[config.mk]
export PLATFORM = sky130hd
export DESIGN_NAME = robTop
export DESIGN_NICKNAME = d
export VERILOG_FILES = /design/src/design/robPkg.sv /design/src/design/robCommit.sv /design/src/design/robEntryStore.sv /design/src/design/robTop.sv
export SDC_FILE = /design/constraint.sdc
export NUM_CORES = 1
export LEC_CHECK = 0
export BUFFER_PORTS_ARGS = -buffer_cell sky130_fd_sc_hd__buf_2
export CAP_MARGIN = 20
export CORE_MARGIN = 8
export CORE_UTILIZATION = 65
export CTS_BUF_LIST = sky130_fd_sc_hd__clkbuf_8
export DETAILED_ROUTE_END_ITERATION = 7
export GPL_TIMING_DRIVEN = 0
export HOLD_SLACK_MARGIN = 0.15
export PLACE_DENSITY = 0.88
export SETUP_SLACK_MARGIN = 0.1
export SKIP_LAST_GASP = 1
export SLEW_MARGIN = 5
export SYNTH_ARGS = -nofsm -noshare
export SYNTH_HDL_FRONTEND = slang
export SYNTH_HIERARCHICAL = 1
export SYNTH_SLANG_ARGS = --single-unit
[constraint.sdc]
create_clock -name clk -period 11.3 [get_ports clk]
set_input_delay 1.13 -clock clk [delete_from_list [all_inputs] [get_ports clk]]
set_output_delay 1.13 -clock clk [all_outputs]
set_load 0.01 [all_outputs]
[src/design/robPkg.sv]
package robPkg;

    // Entry count is 2**IdLen
    localparam int IdLen = 4;
    localparam int RobSize = 16;
    localparam int Width = 2;
    localparam int NumCmplPorts = 2;

    // Sequence numbers wrap; age is the sign of a difference
    typedef logic [5:0] SqN;
    typedef logic [IdLen-1:0] RobIdx;
    typedef logic [6:0] Tag;
    typedef logic [4:0] RegNm;

    // Tag value for ops without a destination register
    localparam Tag TagZero = 7'h40;

    typedef enum logic [1:0] {
        FlagsNx = 2'd0,
        FlagsNone = 2'd1,
        FlagsExcept = 2'd2
    } Flags;

    typedef struct packed {
        Tag tag;
        RegNm rd;
        logic compressed;
    } RobEntry;

    typedef struct packed {
        logic valid;
        SqN sqN;
        Tag tagDst;
        RegNm rd;
        logic compressed;
        // Op is complete at rename
        logic preDone;
    } RenameUop;

    typedef struct packed {
        logic valid;
        SqN sqN;
        Flags flags;
    } CmplUop;

    // sqN is the last op that survives the squash
    typedef struct packed {
        logic valid;
        SqN sqN;
    } BranchSquash;

    typedef struct packed {
        logic valid;
        SqN sqN;
        RegNm rd;
        Tag tagDst;
        logic compressed;
    } CommitUop;

    typedef struct packed {
        logic valid;
        SqN sqN;
        RegNm rd;
        Tag tag;
    } TrapUop;

endpackage

[src/design/robCommit.sv]
`timescale 1ns/1ps

module robCommit (
    input  logic                 clk,
    input  logic                 rst,
    input  robPkg::RenameUop     renUops[robPkg::Width],
    input  robPkg::BranchSquash  squash,
    input  robPkg::RobEntry      winEntries[robPkg::Width],
    input  robPkg::Flags         winFlags[robPkg::Width],
    output robPkg::RobIdx        readBase,
    output robPkg::CommitUop     comUops[robPkg::Width],
    output robPkg::TrapUop       trapUop,
    output robPkg::SqN           curSqN,
    output robPkg::SqN           maxSqN
);

    // head is the oldest live op, tail the next SqN to be renamed
    robPkg::SqN head;
    robPkg::SqN tail;
    logic stopCommit;

    robPkg::SqN slotSqN[robPkg::Width];
    logic [robPkg::Width-1:0] slotLive;
    logic [robPkg::Width-1:0] commitMask;
    logic [robPkg::Width-1:0] exceptMask;
    logic blocked;
    robPkg::SqN commitCount;

    assign readBase = head[robPkg::IdLen-1:0];
    assign curSqN = head;
    assign maxSqN = head + robPkg::SqN'(robPkg::RobSize - 1);

    // In-order retire decision over the window
    always_comb begin
        blocked = stopCommit;
        commitCount = '0;
        for (int i = 0; i < robPkg::Width; i++) begin
            slotSqN[i] = head + robPkg::SqN'(i);
            // Must be renamed and not about to be squashed
            slotLive[i] = ($signed(robPkg::SqN'(slotSqN[i] - tail)) < 0) &&
                (!squash.valid || $signed(robPkg::SqN'(slotSqN[i] - squash.sqN)) <= 0);
            commitMask[i] = !blocked && slotLive[i] && (winFlags[i] != robPkg::FlagsNx);
            exceptMask[i] = commitMask[i] && (winFlags[i] == robPkg::FlagsExcept);
            // A stalled or trapping slot holds back everything younger
            blocked = blocked || !commitMask[i] || exceptMask[i];
            commitCount = commitCount + robPkg::SqN'(commitMask[i]);
        end
    end

    always_ff @(posedge clk or posedge rst) begin
        if (rst) begin
            head <= '0;
            tail <= '0;
            stopCommit <= 1'b0;
        end else begin
            head <= head + commitCount;
            // One idle commit cycle after a trap
            stopCommit <= |exceptMask;
            if (squash.valid) begin
                tail <= squash.sqN + robPkg::SqN'(1);
            end else begin
                for (int i = 0; i < robPkg::Width; i++) begin
                    if (renUops[i].valid) begin
                        tail <= renUops[i].sqN + robPkg::SqN'(1);
                    end
                end
            end
        end
    end

    always_ff @(posedge clk or posedge rst) begin
        if (rst) begin
            for (int i = 0; i < robPkg::Width; i++) begin
                comUops[i] <= '0;
            end
            trapUop <= '0;
        end else begin
            for (int i = 0; i < robPkg::Width; i++) begin
                comUops[i].valid <= commitMask[i];
                comUops[i].sqN <= slotSqN[i];
                // Excepting op writes nothing to the register file
                comUops[i].rd <= exceptMask[i] ? '0 : winEntries[i].rd;
                comUops[i].tagDst <= exceptMask[i] ? robPkg::TagZero : winEntries[i].tag;
                comUops[i].compressed <= winEntries[i].compressed;
            end
            trapUop.valid <= |exceptMask;
            for (int i = 0; i < robPkg::Width; i++) begin
                if (exceptMask[i]) begin
                    trapUop.sqN <= slotSqN[i];
                    trapUop.rd <= winEntries[i].rd;
                    trapUop.tag <= winEntries[i].tag;
                end
            end
        end
    end

endmodule

[src/design/robEntryStore.sv]
`timescale 1ns/1ps

module robEntryStore (
    input  logic                 clk,
    input  logic                 rst,
    input  robPkg::RenameUop     renUops[robPkg::Width],
    input  robPkg::CmplUop       cmplUops[robPkg::NumCmplPorts],
    input  robPkg::BranchSquash  squash,
    input  robPkg::RobIdx        readBase,
    output robPkg::RobEntry      winEntries[robPkg::Width],
    output robPkg::Flags         winFlags[robPkg::Width]
);

    // Entry payload is written in order by rename, flags out of order
    robPkg::RobEntry entries[robPkg::RobSize];
    robPkg::Flags flags[robPkg::RobSize];

    logic [robPkg::Width-1:0] renWrite;
    logic [robPkg::NumCmplPorts-1:0] cmplWrite;

    always_comb begin
        // Rename is dropped while a squash is in flight
        for (int i = 0; i < robPkg::Width; i++) begin
            renWrite[i] = renUops[i].valid && !squash.valid;
        end
        // Results of squashed ops must not touch the reused entries
        for (int p = 0; p < robPkg::NumCmplPorts; p++) begin
            cmplWrite[p] = cmplUops[p].valid &&
                (!squash.valid || $signed(robPkg::SqN'(cmplUops[p].sqN - squash.sqN)) <= 0);
        end
    end

    always_ff @(posedge clk) begin
        for (int i = 0; i < robPkg::Width; i++) begin
            if (renWrite[i]) begin
                entries[renUops[i].sqN[robPkg::IdLen-1:0]] <= robPkg::RobEntry'{
                    tag: renUops[i].tagDst,
                    rd: renUops[i].rd,
                    compressed: renUops[i].compressed
                };
            end
        end
    end

    always_ff @(posedge clk or posedge rst) begin
        if (rst) begin
            for (int e = 0; e < robPkg::RobSize; e++) begin
                flags[e] <= robPkg::FlagsNx;
            end
        end else begin
            for (int i = 0; i < robPkg::Width; i++) begin
                if (renWrite[i]) begin
                    flags[renUops[i].sqN[robPkg::IdLen-1:0]] <=
                        renUops[i].preDone ? robPkg::FlagsNone : robPkg::FlagsNx;
                end
            end
            // Completion ports never hit an entry that is being renamed
            for (int p = 0; p < robPkg::NumCmplPorts; p++) begin
                if (cmplWrite[p]) begin
                    flags[cmplUops[p].sqN[robPkg::IdLen-1:0]] <= cmplUops[p].flags;
                end
            end
        end
    end

    // Two-wide window starting at the head entry
    always_comb begin
        for (int i = 0; i < robPkg::Width; i++) begin
            winEntries[i] = entries[robPkg::RobIdx'(readBase + i)];
            winFlags[i] = flags[robPkg::RobIdx'(readBase + i)];
        end
    end

endmodule

[src/design/robTop.sv]
`timescale 1ns/1ps

module robTop (
    input  logic                 clk,
    input  logic                 rst,
    input  robPkg::RenameUop     renUops[robPkg::Width],
    input  robPkg::CmplUop       cmplUops[robPkg::NumCmplPorts],
    input  robPkg::BranchSquash  squash,
    output robPkg::CommitUop     comUops[robPkg::Width],
    output robPkg::TrapUop       trapUop,
    output robPkg::SqN           curSqN,
    output robPkg::SqN           maxSqN
);

    // Window read between store and commit logic
    robPkg::RobIdx readBase;
    robPkg::RobEntry winEntries[robPkg::Width];
    robPkg::Flags winFlags[robPkg::Width];

    robEntryStore store (
        .clk        (clk),
        .rst        (rst),
        .renUops    (renUops),
        .cmplUops   (cmplUops),
        .squash     (squash),
        .readBase   (readBase),
        .winEntries (winEntries),
        .winFlags   (winFlags)
    );

    robCommit commit (
        .clk        (clk),
        .rst        (rst),
        .renUops    (renUops),
        .squash     (squash),
        .winEntries (winEntries),
        .winFlags   (winFlags),
        .readBase   (readBase),
        .comUops    (comUops),
        .trapUop    (trapUop),
        .curSqN     (curSqN),
        .maxSqN     (maxSqN)
    );

endmodule

=== Yosys cells after proc, flatten, opt, wreduce, memory -nomap -nowiden ===
Memories as Yosys holds them, arrays and structs flattened.
Index checks and enable logic that the tools add are counted.

* Register bits after elaboration: 103
* Bits in latches: 0
* Memory bits (writable): 208
* ROM bits: 0
* Input bits: 69
* Memories: 1

{| class="wikitable"
|+ Memory list
! memory !! words !! width !! rd ports !! clocked after Yosys merged registers in !! wr ports !! line !! text
|-
| store.entries || 16 || 13 || 2 || 0 || 2 || robEntryStore.sv:15 || <nowiki>robPkg::RobEntry entries[robPkg::RobSize];</nowiki>
|}

* Add/sub/neg operators: 14
* Multiply operators: 0
* Divide/modulo/power cells: 0
* $lt $le $gt $ge: 16
* Eq/ne operators: 2
* Shift-type cells: 0
* Mux-type cells: 37
* Bitwise logic cells: 6
* Reduce and logical (&&, ||, !) cells: 31

{| class="wikitable"
|+ Operator list
! kind !! number
|-
| $bwmux W32 || 4
|-
| $mux W32 || 4
|-
| $mux W18 || 2
|-
| $sub A6 B6 Y6 || 6
|-
| $demux W2 S4 || 4
|-
| $ge A5 B5 Y1 const B || 6
|-
| $not A4 Y5 || 6
|-
| $add A6 B1 Y6 const B || 4
|-
| $le A6 B1 Y1 const B || 4
|-
| $lt A5 B1 Y1 const B || 4
|-
| $mux W6 || 3
|-
| $bmux W2 S4 || 2
|-
| $logic_and A1 B1 Y1 || 16
|-
| $mux W2 || 8
|-
| $mux W7 || 2
|-
| $lt A6 B1 Y1 const B || 2
|-
| $mux W5 || 2
|-
| $add A6 B4 Y6 const B || 1
|-
| $add A6 B6 Y6 || 1
|-
| $logic_or A1 B1 Y1 || 6
|-
| $mux W1 || 6
|-
| $reduce_bool A2 Y1 || 3
|-
| $add A4 B1 Y4 const B || 1
|-
| $eq A2 B2 Y1 const B || 2
|-
| other kinds (4) || 7
|}

=== Longest topological paths before layout ===
* Depth after elaboration: 14
* Gate-level depth with buffers: 15
* Depth with buffers taken out: 15

=== Hierarchy ===
The synthesis kept the hierarchy.

{| class="wikitable"
|+ Modules (own cells, without submodules)
! module !! times used !! cells an instance !! area each (µm²)
|-
| robEntryStore || 1 || 1015 || 15474.8
|-
| robCommit || 1 || 338 || 3819.9
|}

=== Worst setup path before layout ===
OpenSTA, ideal clock, no wires.

* Path kind: flip-flop to flip-flop
* Start point: reg commit.head[1] (netlist: commit/curSqN[1])
* End point: reg, netlist name commit/trapUop[0]
* Arrival: 3.766 ns
* Slack: 7.408 ns
* Cell stages (with the launch flop): 13
* Cells stage by stage: dfrtp_1 buf_4 ha_1 clkbuf_1 buf_1 mux4_2 mux4_2 nor2b_1 o2111ai_2 or2_1 buf_6 buf_8 mux2_4

{| class="wikitable"
|+ RTL lines
! what !! line !! text
|-
| from (decl) || robCommit.sv:18 || <nowiki>robPkg::SqN head;</nowiki>
|-
| from (signal assigned) || robCommit.sv:56 || <nowiki>head <= head + commitCount;</nowiki>
|}

==> results.py <==
metrics = {
    "sta": {
        "finalSetupTns_ns": 0,
        "fin_skew_ns": 0.0308,
        "hold_ws_ns": 0.425,
        "relSlewSlack_pct": 28.1,
        "hold_viol_final": 0,
        "finalSetupViolations": 0,
        "setup_slack_ns": 6.24,
        "rsz0062_at_grt": "false",
        "max_freq_ghz": 0.198,
        "post-route-period-util_pct": 44.8,
        "post-route-min-period_ns": 5.06,
        "tightest_slew_ns": 1.08,
        "report.final.slew_viol_count": 0,
    },
    "detailed_routing": {
        "totalWireLength_um": 55300,
        "drc": 0,
        "vias_per_cell": 7.00,
        "wl_met2_um": 25700,
        "wire_per_inst_um": 28.0,
        "wl_met1_um": 19400,
        "drt_pass1_iterations": 6,
        "highest_layer": "met5",
        "drt_iter0_drc": 1949,
        "route.met3.wl_um": 7830,
        "ant_nets": 0,
        "vias": 13845,
    },
    "logic_synthesis": {
        "synth_edf_count": 208,
        "synth_top_cell_by_area": "edfxtp_1",
        "syn_area_per_cell_sq_um": 14.3,
        "synthTopCellsByCount": "289 x mux2_2, 208 x edfxtp_1, 150 x mux4_2",
        "ys_async_sr_fraction_pct": 33.1,
        "synth_cells": 1353,
        "synth_top_area_share_pct": 32.4,
        "synth_flop_cell": "edfxtp_1",
        "synth_warnings": 6,
        "syn-num-nets": 1460,
        "yosysSeqAreaShare_pct": 45.7,
        "ys_ff_latch": 311,
        "ys_top_cells_by_area": "edfxtp_1 32%, mux4_2 18%, mux2_2 17%",
        "ys_types": 67,
        "synth.most_common_cell": "mux2_2",
        "synth_area_sq_um": 19300,
    },
    "global_routing": {
        "grt_max_degree": 66,
        "first_global_vias": 14072,
        "grt_use_total_pct": 30.5,
        "gr-total-overflow": 0,
        "grt_pass1_wl_um": 83400,
        "antenna_found_initial": 3,
    },
    "worst_hold_path": {
        "whs_path_depth": 0,
        "hold_path.class": "reg -> reg",
    },
    "clock_tree": {
        "cts_root_buf": "clkbuf_8",
        "clk-insertion-delay-late_ns": 0.61,
        "cts_max_level": 2,
        "cts_setup_buffers": 0,
        "cts_sinks": 311,
        "cts_tree": "built",
        "cts_max_path_buffers": 3,
        "clk_pin_slew_ns": 0.07,
        "cts.repair.resized": 0,
        "cts-hold-fix-buffers": 0,
        "cts_buffers": 49,
    },
    "finish": {
        "utilization_pct": 73.1,
        "nets": 1655,
        "final_cells": 1978,
        "syn_to_final_growth_pct": 11.4,
        "postLayoutCellArea_sq_um": 21500,
        "layout-drive-gt1-share_pct": 45.3,
    },
    "pwr": {
        "switchingPower_mw": 2.02,
        "powerDensity_nw_per_um2": 242,
        "p_int_mw": 3.18,
        "vdd_drop_max_mv": 0.137,
        "finalPower_mw": 5.20,
        "swShare_pct": 38.8,
        "p_leak_nw": 8.26,
        "pwr-share-seq_pct": 29.1,
        "comb_power_share_pct": 53.4,
        "clock_power_share_pct": 17.6,
    },
    "floorplan": {
        "io-pin-count": 140,
        "row_count": 63,
        "die_w_um": 188,
        "die-area_sq_um": 35500,
        "die_h_um": 188,
        "initial_core_util_pct": 65.6,
        "core_area_sq_um": 29400,
    },
    "flow_run": {
        "max-cap-violations": 0,
    },
    "critical_path": {
        "path_max_fanout": 12,
        "path_class": "reg -> reg",
        "critPathArrivalTime_ns": 5.50,
        "critical_path_required_ns": 11.74,
        "cp-start-kind": "flip-flop",
        "crit_path_end_kind": "flip-flop",
        "worstRegToRegCells": 14,
    },
    "placed_design": {
        "placed_area_sq_um": 20500,
        "dp_cells": 1884,
        "portBuffers": 138,
        "place.gp.congestion": 0.953,
        "hpwl_um": 41800,
        "dp_slack_ns": 6.40,
    },
    "run_status": {
        "status": "finished, final reports clean",
    },
}
==> path summary, 6_finish.rpt <==
check	to	slack [ns]	start
min	commit/comUops[38]$_DFF_PP0_	0.43	commit/curSqN[5]$_DFF_PP0_
min in group asynchronous	commit/curSqN[0]$_DFF_PP0_	0.45	rst
max reg2reg	commit/curSqN[2]$_DFF_PP0_	6.24	commit/curSqN[0]$_DFF_PP0_
min reg2reg	commit/comUops[38]$_DFF_PP0_	0.43	commit/curSqN[5]$_DFF_PP0_
max	commit/curSqN[2]$_DFF_PP0_	6.24	commit/curSqN[0]$_DFF_PP0_
max in group asynchronous	store/flags[27]$_DFF_PP0_	10.19	rst
==> power groups by stage <==
stage          registers [mW]  clock network, mW  logic [mW]
4_1_cts                  1.51              0.915        2.69
5_1_grt                  1.52              0.965        2.91
6_report                 1.51              0.914        2.78
3_5_place_dp             1.53                  0        2.67
2_1_floorplan            1.54                  0        1.85
3_3_place_gp             1.52                  0        2.56
==> flip-flops by register name, summed over array words and instances, names as in the netlist <==
register,count
commit/tail,6
commit/comUops,40
store/entries,208
commit/curSqN,6
store/flags,32
commit/trapUop,19
==> cell families (layout without fill, tap and decap cells) <==
| group | count (synthesis) | in the layout | share of synthesized area [%] |
|---|---|---|---|
| muxes | 470 | 470 | 36.1 |
| adders and majority gates | 38 | 38 | 2.62 |
| xor gates and xnor gates | 36 | 36 | 1.82 |
| AOI/OAI and AO/OA | 99 | 99 | 3.43 |
| other | 0 | 2 | 0 |
| DFF | 311 | 311 | 45.7 |
| buffers and inverters | 153 | 386 | 3.52 |
| and+or+nand+nor | 246 | 246 | 6.76 |
==> metal layers <==
layer	vias up	global-route usage [%]
met5	-	0
met4	2	12.4
met3	210	8.95
met2	1261	48.8
met1	6733	38.9
li1	5639	-
==> final cells by class <==
type                            instances  area [sq um]
Buffer                                116           541
Antenna cell                            2          5.00
Inverter                               37           141
Clock inverter                         40           236
Fill cell                            1742          7900
Clock buffer                           49           674
Multi-Input combinational cell        889          9800
Timing Repair Buffer                  144           796
Sequential cell                       311          8820
Tap cell                              390           488
==> critical path, stage by stage, from the launching register on <==
cell and delay, ns:
dfrtp_1 0.67, buf_4 0.21, clkbuf_1 0.24, buf_2 0.40, buf_2 0.46, buf_1 0.64, mux4_2 0.47, mux4_2 0.53
nor2_1 0.16, nor2_1 0.09, xnor2_1 0.14, ha_1 0.23, or2_2 0.30, ha_1 0.20, xor2_1 0.16
==> placed cells by master, fill, tap and decap left out, types with 17 or more instances in the layout <==
master,Yosys,layout
nand2_1,66,66
and2_1,24,24
mux4_2,150,150
edfxtp_1,208,208
nand3_1,21,21
buf_2,25,163
inv_1,37,47
o21ai_0,34,33
nand2b_1,17,17
nor2_1,45,45
mux2i_1,22,22
clkbuf_1,62,62
ha_1,34,34
clkbuf_8,0,49
xor2_1,19,19
clkinv_1,0,18
dfrtp_1,103,103
mux2_2,289,289
a21oi_1,24,24
Note: power is estimated with default switching activity, not from simulation.
